## src/hdl/satd_pkg.sv

```systemverilog
/*
 * Datapath widths and types of the 4x4 SATD engine.
 * Imported by the transform stages, the drain and the top level.
 */
`default_nettype none

package satd_pkg;

    // ==================================================
    // widths
    // ==================================================
    localparam int pixel_w = 8;
    // pixels per row, also the number of column units
    localparam int lanes = 4;
    // l0 - l1 spans -255 .. 255
    localparam int resid_w = 9;
    // four residuals summed
    localparam int row_coef_w = 11;
    // four row coefficients summed
    localparam int col_coef_w = 13;
    // sixteen magnitudes, at most 16320
    localparam int satd_w = 17;

    // ==================================================
    // types
    // ==================================================
    typedef logic [pixel_w-1:0] pixel_t;
    typedef logic signed [row_coef_w-1:0] row_coef_t;
    typedef logic signed [col_coef_w-1:0] col_coef_t;
    typedef logic [satd_w-1:0] satd_t;

endpackage

`default_nettype wire

```

## src/hdl/search_pkg.sv

```systemverilog
/*
 * Search window definitions: how many candidates a search visits
 * and the width of the index that names the winner.
 */
`default_nettype none

package search_pkg;

    // 3x3 search around the start point
    localparam int num_candidates_default = 9;

    // wide enough for up to 16 candidates
    localparam int cand_idx_w = 4;

    // candidate number inside one search, 0 first
    typedef logic [cand_idx_w-1:0] cand_idx_t;

endpackage

`default_nettype wire

```

## src/hdl/row_transform.sv

```systemverilog
/*
 * Row stage: L0 - L1 residual per lane and the horizontal 4-point
 * Hadamard butterfly, held in one valid/ready output register.
 */
`timescale 1ns/1ps
`default_nettype none

module row_transform (
    input  logic                                      clk,
    input  logic                                      rst_n,
    input  logic                                      in_valid,
    output logic                                      in_ready,
    input  satd_pkg::pixel_t  [satd_pkg::lanes-1:0]   in_l0,
    input  satd_pkg::pixel_t  [satd_pkg::lanes-1:0]   in_l1,
    output logic                                      row_valid,
    input  logic                                      row_ready,
    output satd_pkg::row_coef_t [satd_pkg::lanes-1:0] row_coef
);
    import satd_pkg::*;

    logic signed [resid_w-1:0] resid [lanes];
    row_coef_t [lanes-1:0]     coef_next;
    logic                      in_fire;

    // ==================================================
    // residual and butterfly
    // ==================================================
    always_comb begin
        for (int i = 0; i < lanes; i++) begin
            resid[i] = $signed({1'b0, in_l0[i]}) - $signed({1'b0, in_l1[i]});
        end
    end

    always_comb begin
        row_coef_t r0;
        row_coef_t r1;
        row_coef_t r2;
        row_coef_t r3;
        // sign extend before the adds
        r0 = resid[0];
        r1 = resid[1];
        r2 = resid[2];
        r3 = resid[3];
        coef_next[0] = r0 + r1 + r2 + r3;
        coef_next[1] = r0 - r1 + r2 - r3;
        coef_next[2] = r0 + r1 - r2 - r3;
        coef_next[3] = r0 - r1 - r2 + r3;
    end

    // ==================================================
    // output register
    // ==================================================
    assign in_ready = !row_valid || row_ready;
    assign in_fire  = in_valid && in_ready;

    always_ff @(posedge clk or negedge rst_n) begin
        if (!rst_n) begin
            row_valid <= 1'b0;
        end else if (in_fire) begin
            row_valid <= 1'b1;
        end else if (row_ready) begin
            row_valid <= 1'b0;
        end
    end

    always_ff @(posedge clk) begin
        if (in_fire) begin
            row_coef <= coef_next;
        end
    end

    // stalled row must reach the column units unchanged
    assert property (@(posedge clk) disable iff (!rst_n)
        row_valid && !row_ready |=> row_valid && $stable(row_coef));

endmodule

`default_nettype wire

```

## src/hdl/column_accum.sv

```systemverilog
/*
 * One column of the vertical Hadamard butterfly. Folds four row
 * coefficients into four block coefficients, then holds the block.
 */
`timescale 1ns/1ps
`default_nettype none

module column_accum (
    input  logic                                      clk,
    input  logic                                      rst_n,
    input  logic                                      row_valid,
    output logic                                      row_ready,
    input  satd_pkg::row_coef_t                       coef_in,
    output logic                                      blk_valid,
    input  logic                                      blk_ready,
    output satd_pkg::col_coef_t [satd_pkg::lanes-1:0] col_coef
);
    import satd_pkg::*;

    // row number inside the current block
    logic [1:0] row_cnt;
    logic       row_fire;
    col_coef_t  coef_ext;
    col_coef_t  acc [lanes];

    assign row_ready = !blk_valid || blk_ready;
    assign row_fire  = row_valid && row_ready;
    assign coef_ext  = coef_in;

    always_comb begin
        for (int k = 0; k < lanes; k++) begin
            col_coef[k] = acc[k];
        end
    end

    // ==================================================
    // row count and block flag
    // ==================================================
    always_ff @(posedge clk or negedge rst_n) begin
        if (!rst_n) begin
            row_cnt   <= 2'd0;
            blk_valid <= 1'b0;
        end else begin
            if (row_fire) begin
                row_cnt <= row_cnt + 2'd1;
            end
            if (row_fire && row_cnt == 2'd3) begin
                blk_valid <= 1'b1;
            end else if (blk_ready) begin
                blk_valid <= 1'b0;
            end
        end
    end

    // ==================================================
    // accumulators
    // ==================================================
    // pattern k subtracts row r when k & r has odd parity,
    // which gives ++++, +-+-, ++--, +--+
    always_ff @(posedge clk) begin
        if (row_fire) begin
            for (int k = 0; k < lanes; k++) begin
                if (row_cnt == 2'd0) begin
                    acc[k] <= coef_ext;
                end else if (^(k[1:0] & row_cnt)) begin
                    acc[k] <= acc[k] - coef_ext;
                end else begin
                    acc[k] <= acc[k] + coef_ext;
                end
            end
        end
    end

    // a waiting block stays intact and the next block has not begun
    assert property (@(posedge clk) disable iff (!rst_n)
        blk_valid && !blk_ready |=> $stable(col_coef) && row_cnt == 2'd0);

endmodule

`default_nettype wire

```

## src/hdl/best_candidate.sv

```systemverilog
/*
 * Drain stage: SATD of each finished block and the running minimum
 * over one search. Publishes the winning index and SATD on out_valid.
 */
`timescale 1ns/1ps
`default_nettype none

module best_candidate #(
    parameter int num_candidates = search_pkg::num_candidates_default
) (
    input  logic                                                      clk,
    input  logic                                                      rst_n,
    input  logic [satd_pkg::lanes-1:0]                                blk_valid,
    output logic                                                      blk_ready,
    input  satd_pkg::col_coef_t [satd_pkg::lanes*satd_pkg::lanes-1:0] blk_coef,
    output logic                                                      out_valid,
    input  logic                                                      out_ready,
    output search_pkg::cand_idx_t                                     best_idx,
    output satd_pkg::satd_t                                           best_satd
);
    import satd_pkg::*;
    import search_pkg::*;

    localparam cand_idx_t last_idx = cand_idx_t'(num_candidates - 1);

    logic      blk_fire;
    logic      last_cand;
    logic      take_new;
    satd_t     blk_satd;
    satd_t     min_satd;
    cand_idx_t min_idx;
    cand_idx_t cand_cnt;

    // ==================================================
    // block SATD
    // ==================================================
    always_comb begin
        col_coef_t             c;
        logic [col_coef_w-1:0] mag;
        blk_satd = '0;
        for (int i = 0; i < lanes * lanes; i++) begin
            c        = blk_coef[i];
            mag      = (c < 0) ? -c : c;
            blk_satd = blk_satd + {{(satd_w - col_coef_w){1'b0}}, mag};
        end
    end

    // ==================================================
    // search control
    // ==================================================
    assign blk_ready = !out_valid || out_ready;
    assign blk_fire  = (&blk_valid) && blk_ready;
    assign last_cand = (cand_cnt == last_idx);
    // strict compare keeps the earlier one on a tie
    assign take_new  = (cand_cnt == '0) || (blk_satd < min_satd);

    always_ff @(posedge clk or negedge rst_n) begin
        if (!rst_n) begin
            cand_cnt  <= '0;
            out_valid <= 1'b0;
        end else begin
            if (blk_fire) begin
                cand_cnt <= last_cand ? '0 : cand_cnt + cand_idx_t'(1);
            end
            if (blk_fire && last_cand) begin
                out_valid <= 1'b1;
            end else if (out_ready) begin
                out_valid <= 1'b0;
            end
        end
    end

    always_ff @(posedge clk) begin
        if (blk_fire && take_new) begin
            min_satd <= blk_satd;
            min_idx  <= cand_cnt;
        end
        // result register, includes the last candidate itself
        if (blk_fire && last_cand) begin
            best_idx  <= take_new ? cand_cnt : min_idx;
            best_satd <= take_new ? blk_satd : min_satd;
        end
    end

    // all column units finish a block on the same cycle
    assert property (@(posedge clk) disable iff (!rst_n)
        (|blk_valid) |-> (&blk_valid));

    assert property (@(posedge clk) disable iff (!rst_n)
        out_valid && !out_ready |=> out_valid && $stable(best_idx) && $stable(best_satd));

endmodule

`default_nettype wire

```

## src/hdl/mvdm_top.sv

```systemverilog
/*
 * Top of the bi-prediction refinement search core. Rows of L0/L1
 * pixels go in, the best candidate index and its SATD come out.
 */
`timescale 1ns/1ps
`default_nettype none

module mvdm_top #(
    parameter int num_candidates = search_pkg::num_candidates_default
) (
    input  logic                                     clk,
    input  logic                                     rst_n,
    input  logic                                     in_valid,
    output logic                                     in_ready,
    input  satd_pkg::pixel_t [satd_pkg::lanes-1:0]   in_l0,
    input  satd_pkg::pixel_t [satd_pkg::lanes-1:0]   in_l1,
    output logic                                     out_valid,
    input  logic                                     out_ready,
    output search_pkg::cand_idx_t                    best_idx,
    output satd_pkg::satd_t                          best_satd
);
    import satd_pkg::*;

    logic                        row_valid;
    logic                        row_ready;
    row_coef_t [lanes-1:0]       row_coef;
    logic [lanes-1:0]            col_ready;
    logic [lanes-1:0]            blk_valid;
    logic                        blk_ready;
    // column c owns entries c*lanes .. c*lanes+lanes-1
    col_coef_t [lanes*lanes-1:0] blk_coef;

    // ==================================================
    // horizontal stage
    // ==================================================
    row_transform u_row (
        .clk       (clk),
        .rst_n     (rst_n),
        .in_valid  (in_valid),
        .in_ready  (in_ready),
        .in_l0     (in_l0),
        .in_l1     (in_l1),
        .row_valid (row_valid),
        .row_ready (row_ready),
        .row_coef  (row_coef)
    );

    // a row moves only when every column can take it
    assign row_ready = &col_ready;

    // ==================================================
    // vertical stage, one unit per column
    // ==================================================
    for (genvar c = 0; c < lanes; c++) begin : g_col
        column_accum u_col (
            .clk       (clk),
            .rst_n     (rst_n),
            .row_valid (row_valid),
            .row_ready (col_ready[c]),
            .coef_in   (row_coef[c]),
            .blk_valid (blk_valid[c]),
            .blk_ready (blk_ready),
            .col_coef  (blk_coef[c*lanes +: lanes])
        );
    end

    // ==================================================
    // drain
    // ==================================================
    best_candidate #(
        .num_candidates (num_candidates)
    ) u_best (
        .clk       (clk),
        .rst_n     (rst_n),
        .blk_valid (blk_valid),
        .blk_ready (blk_ready),
        .blk_coef  (blk_coef),
        .out_valid (out_valid),
        .out_ready (out_ready),
        .best_idx  (best_idx),
        .best_satd (best_satd)
    );

endmodule

`default_nettype wire

```

## config.mk

```make
export PLATFORM = sky130hd
export DESIGN_NAME = mvdm_top
export DESIGN_NICKNAME = d
export VERILOG_FILES = /design/src/hdl/satd_pkg.sv /design/src/hdl/search_pkg.sv /design/src/hdl/row_transform.sv /design/src/hdl/column_accum.sv /design/src/hdl/best_candidate.sv /design/src/hdl/mvdm_top.sv
export SDC_FILE = /design/constraint.sdc
export NUM_CORES = 2
export LEC_CHECK = 0
export BUFFER_PORTS_ARGS = -buffer_cell sky130_fd_sc_hd__buf_2
export CELL_PAD_IN_SITES_DETAIL_PLACEMENT = 1
export CELL_PAD_IN_SITES_GLOBAL_PLACEMENT = 2
export CORE_ASPECT_RATIO = 0.5
export CORE_MARGIN = 2
export CORE_UTILIZATION = 45
export DETAILED_ROUTE_END_ITERATION = 16
export PLACE_DENSITY_LB_ADDON = 0.1
export SKIP_CTS_REPAIR_TIMING = 1
export SLEW_MARGIN = 5
export SYNTH_ARGS = -nofsm -noshare
export SYNTH_HDL_FRONTEND = slang
export SYNTH_SLANG_ARGS = --single-unit
```

## constraint.sdc

```tcl
create_clock -name clk -period 16.6 [get_ports clk]
set_clock_uncertainty 0.05 [all_clocks]
set_input_delay 1.66 -clock clk [delete_from_list [all_inputs] [get_ports clk]]
set_output_delay 1.66 -clock clk [all_outputs]
set_load 0.01 [all_outputs]
```

* Yosys cells after proc, flatten, opt, wreduce, memory -nomap -nowiden
Memory sizes are Yosys's and may differ from the RTL's. Index checks and enable logic that the tools add are counted.
Storage, ports and cells: output and inout bits 23, input port bits 68, memory bits (writable) 208, memories 4, register bits 104
Operators by class: magnitude comparators 17, $add $sub $neg 78, reductions and logical operators 50, muxes and demuxes 176, bitwise logic cells 28, eq/ne operators 5
Memory list:
- g_col[0].u_col.acc | words 4, bits a word 13, read ports 4, clocked after Yosys merged registers in 0, wr ports 4, RTL line column_accum.sv:24 | col_coef_t acc [lanes];
- g_col[1].u_col.acc | words 4, bits a word 13, read ports 4, clocked after Yosys merged registers in 0, wr ports 4, RTL line column_accum.sv:24
- g_col[2].u_col.acc | words 4, bits a word 13, read ports 4, clocked after Yosys merged registers in 0, wr ports 4, RTL line column_accum.sv:24
- g_col[3].u_col.acc | words 4, bits a word 13, read ports 4, clocked after Yosys merged registers in 0, wr ports 4, RTL line column_accum.sv:24
Operators with widths (number):
- 13-bit two-way mux | 44
- 17-bit by 13-bit adder with 17-bit output | 14
- 13-bit by 11-bit adder with 13-bit output | 16
- 13-bit by 1-bit < comparator with 1-bit output (second input constant) | 16
- 13-bit negation | 16
- 13-bit by 11-bit subtractor with 13-bit output | 12
- 1-bit two-way mux | 129
- 8-bit by 8-bit subtractor with 9-bit output | 4
- 1-bit OR | 28
- 2-bit parity | 12
- 10-bit by 9-bit adder with 11-bit output | 2
- 11-bit by 9-bit adder with 11-bit output | 2
- 10-bit by 9-bit subtractor with 11-bit output | 2
- 11-bit by 9-bit subtractor with 11-bit output | 2
- 17-bit < comparator | 1
- 17-bit two-way mux | 1
- 13-bit by 13-bit adder with 14-bit output | 1
- 1-bit logical AND | 12
- 2-bit nonzero test | 6
- 9-bit by 9-bit adder with 10-bit output | 1
- 9-bit by 9-bit subtractor with 10-bit output | 1
- 2-bit by 1-bit adder with 2-bit output (second input constant) | 4
- 2-bit equality test (second input constant) | 4
- 2-bit logical NOT | 4
- other kinds (7) | 20

* Logic depth before layout (Yosys ltp)
An unclocked memory read counts as a cell.
depth in word-level cells 21, gate-level depth with buffers 36, gate-level depth less buffers 35

* By module
From an unflattened synthesis, not the netlist that was laid out.
Second synthesis, totals: cell total of the unflattened synthesis 4649, area total of the unflattened synthesis 41362.2 um^2
Modules (own cells, without submodules):
- column_accum (g_col[0].u_col ...) | cells each 717, times used 2, seq. area each 1636.6 um^2, area an instance 6102.1 um^2
- best_candidate | cells each 1148, times used 1, seq. area each 1386.3 um^2, area an instance 10832.9 um^2
- column_accum (g_col[2].u_col) | cells each 732, times used 1, seq. area each 1636.6 um^2, area an instance 6247.2 um^2
- row_transform | cells each 642, times used 1, seq. area each 1346.3 um^2, area an instance 6224.7 um^2
- column_accum (g_col[3].u_col) | cells each 692, times used 1, seq. area each 1636.6 um^2, area an instance 5844.4 um^2
- mvdm_top | cells each 1, times used 1, seq. area each 0.0 um^2, area an instance 8.8 um^2

* Worst setup path before layout
Ideal clock, no wire load.
kind reg-to-reg, from memory g_col[0].u_col.acc[1][3] (netlist name), to register u_best.min_idx[0], enable pin, setup time 379 ps, arrival 8376 ps, slack 7795 ps, stages on the path, launching flop included 34, path through edfxtp_1 -> or4_1 -> or3_1 -> o21ai_0 -> xnor2_1 -> ha_1 -> and3_1 -> a21oi_1 -> o21ai_1 -> o41ai_1 -> xnor2_1 -> fa_1 -> inv_1 -> fa_1 -> fa_1 -> fa_1 -> inv_1 -> fa_1 -> inv_1 -> fa_1 -> inv_1 -> ha_1 -> a21o_1 -> a21o_1 -> a21oi_1 -> o21ai_0 -> xor2_1 -> ha_1 -> a21o_1 -> a21oi_1 -> o21ai_1 -> o21ai_1 -> buf_2 -> and2_1
RTL lines:
- start: declaration | RTL line column_accum.sv:24
- end signal: assignment | RTL line best_candidate.sv:76 | min_idx <= cand_cnt;
- end: declaration | RTL line best_candidate.sv:31 | cand_idx_t min_idx;

==> results.cfg <==
[outcome]
status = finished clean

[setup_path]
crit_path_start_kind = flop
slowest_stage = and2_1
path_common_cell = fa_1
crit_required_ns = 16.76
crit_family = adder cells
crit_type = reg2reg
cpPeakStageDelay_ns = 0.92
endpoint_kind = flop
critical_path_arrival_ns = 10.38
crit_fanout = 21
path_buf_inv = 5

[detailed_routing]
route.detailed.drc = 0
drtPass1Iterations = 5
vias = 34800
postRouteAntennaNets = 0
drt-total-wl_um = 142000
post_drt_via_cell_ratio = 6.05
wl_per_cell_um = 24.8
first_iter_violations = 2641

[global_routing]
grt_pass1_wl_um = 217000
grt_usage_pct = 30.8
grt_pass1_vias = 35400
grt_antenna_before_repair = 4
grt_max_degree = 43
overflow = 0

[synth]
async_flop_share_pct = 5.81
syn_area_mm2 = 0.0401
synth_fa_ha_area_share_pct = 26.6
synth_seq_cells = 310
synth_xor_area_share_pct = 8.77
synth_simple_gate_area_share_pct = 13.3
synth_edf_count = 292
synth_top_area_share_pct = 21.9
ys.flop_type = edfxtp_1
synth_top_area_cell = edfxtp_1
ys_types = 106
synth_area_leaders = edfxtp_1 (22%), ha_1 (15%), fa_1 (12%), xnor2_1 (4.9%), inv_1 (4.9%)
synthesis.nets = 5274
syn_avg_cell_area_um2 = 8.92
ys_seq_area_share_pct = 23.0
ys_warn_count = 0
synth_compound_area_share_pct = 21.3
synthCells = 4497
muxShareOfSynthArea_pct = 0.817
synth_top_family_by_area = adder cells

[timing]
fin_tns_setup_ns = 0
fin_hold_ws_ns = 0.493
hold_viol_final = 0
fmax_mhz = 97.8
slew_violations = 0
post-route-period-util_pct = 61.6
min_period_ns = 10.22
setup_violations = 0
worst_slew_pin_slew_ns = 1.28
grt_setup_unrepaired = false
slew-limit-headroom_pct = 13.3

[floorplanning]
fp.dieW_um = 426
pin_count = 91
num_rows = 77
initial_core_util_pct = 45.4
die_area_mm2 = 0.0917
die_h_um = 215
coreArea_mm2 = 0.0883

[cells_and_area]
fillCellCount = 10400
multi_input_area_mm2 = 0.0284
nets = 5308
final-seq-area_mm2 = 0.00922
layout_commonest_cell = inv_1
mostFrequentLayoutCells = inv_1 (519), ha_1 (471), nand2_1 (340), a21oi_1 (308), o21ai_0 (304)
synthToLayoutAreaGrowth_pct = 7.13
drive_above_1_share_pct = 6.58

[clocking]
cts_sinks = 310
cts_root_buf = clkbuf_16
htree_levels = 2
clk_latency_ns = 0.61
clkTransAtPathRegs_ns = 0.07
tritoncts = yes
clockBufferDepth = 3
cts_buffers = 37

[place]
port_buffers = 90
hpwlAfterDp_um = 114000
gp_congestion = 0.930

[run]
drv_cap = 0

[worst_hold_path]
worstHoldPathType = reg2reg
-- metrics by stage --
stage | std cells | instance area, um2 | setup WS (ns) | utilization, %
6_report | 5747 | 43000 | 6.38 | 48.7
5_1_grt | 5745 | 43000 | 5.82 | 48.7
3_5_place_dp | 5677 | 41800 | 6.50 | 47.3
4_1_cts | 5745 | 43000 | 6.45 | 48.6
3_3_place_gp | 5677 | 41800 | 6.76 | 47.3
2_1_floorplan | 4497 | 40100 | 7.79 | -
-- final timing paths --
check	start	end	slack, ns	cells past startpoint
min in group asynchronous	rst_n	u_best.cand_cnt[2]$_DFFE_PN0P_	1.14	1
worst min-delay path	u_best.cand_cnt[1]$_DFFE_PN0P_	u_best.min_idx[1]$_DFFE_PP_	0.49	0
worst min register to register	u_best.cand_cnt[1]$_DFFE_PN0P_	u_best.min_idx[1]$_DFFE_PP_	0.49	0
worst max register to register	g_col[0].u_col.acc[1][1]$_DFFE_PP_	u_best.min_satd[16]$_DFFE_PP_	6.38	35
max in group asynchronous	rst_n	g_col[1].u_col.row_cnt[0]$_DFFE_PN0P_	14.77	1
worst max-delay path	g_col[0].u_col.acc[1][1]$_DFFE_PP_	u_best.min_satd[16]$_DFFE_PP_	6.38	35
-- final cells by class --
| cell class | instances | area share, % |
|---|---|---|
| timing repair buffer | 114 | 1.47 |
| sequential | 310 | 21.4 |
| antenna | 2 | 0.0116 |
| tap | 1185 | 3.45 |
| clock inverter | 17 | 0.413 |
| clock buffer | 51 | 2.44 |
| inverter | 529 | 4.62 |
| multi-input combinational | 3539 | 66.1 |
-- sequential cells by signal, indices dropped and copies added, names as in the netlist, 4 cells and up --
register	flops
u_best.min_satd	17
g_col.u_col.blk_valid	4
u_best.cand_cnt	4
g_col.u_col.row_cnt	8
u_row.row_coef	42
g_col.u_col.acc	208
u_best.min_idx	4
u_best.best_satd	17
u_best.best_idx	4
-- metal layers --
| layer | track usage [%] | wire length [um] | up-vias |
|---|---|---|---|
| li1 | - | - | 16100 |
| met1 | 45.1 | 67900 | 17700 |
| met2 | 48.7 | 63200 | 914 |
| met3 | 4.32 | 9170 | 132 |
| met4 | 4.89 | 2060 | 4 |
| met5 | 0 | 24 | - |
-- worst register-to-register path, delay by kind of cell (launching register included) --
family          cells  cell delay (ns)
simple gates        3             1.08
buf+inv             5             0.41
compound gates     15             3.01
fa+ha+maj          10             4.35
xor+xnor            2             0.46
flops               1             0.45
-- synthesized netlist by cell type (19+ instances only) --
| master | number |
|---|---|
| a31oi_1 | 35 |
| a21oi_1 | 312 |
| nand2b_1 | 70 |
| o21ai_1 | 19 |
| a221o_1 | 19 |
| clkbuf_1 | 86 |
| and3_1 | 32 |
| o21a_1 | 40 |
| a21o_1 | 91 |
| a221oi_1 | 33 |
| a211oi_1 | 29 |
| o21ai_0 | 305 |
| nor2_1 | 273 |
| o31ai_1 | 61 |
| inv_1 | 519 |
| ha_1 | 471 |
| o22ai_1 | 65 |
| o21bai_1 | 63 |
| xor2_1 | 177 |
| a22oi_1 | 25 |
| nand3_1 | 46 |
| edfxtp_1 | 292 |
| fa_1 | 238 |
| nor2b_1 | 63 |
| nor3_1 | 78 |
| nand2_1 | 340 |
| or3_1 | 54 |
| o41ai_1 | 23 |
| o221ai_1 | 21 |
| or4_1 | 20 |
| mux2_2 | 22 |
| xnor2_1 | 225 |
| buf_2 | 24 |
-- cells by family after synthesis --
| group | count (synthesis) |
|---|---|
| buffers and inverters | 648 |
| adder cells (fa/ha/maj) | 709 |
| XOR/XNOR | 402 |
| multiplexers | 30 |
| AO/OA/AOI/OAI | 1303 |
| AND/OR/NAND/NOR | 1095 |
| flip-flops | 310 |
Power is not shown: default switching activity piles up to over one toggle a cycle in this logic, so the estimate is an artifact.
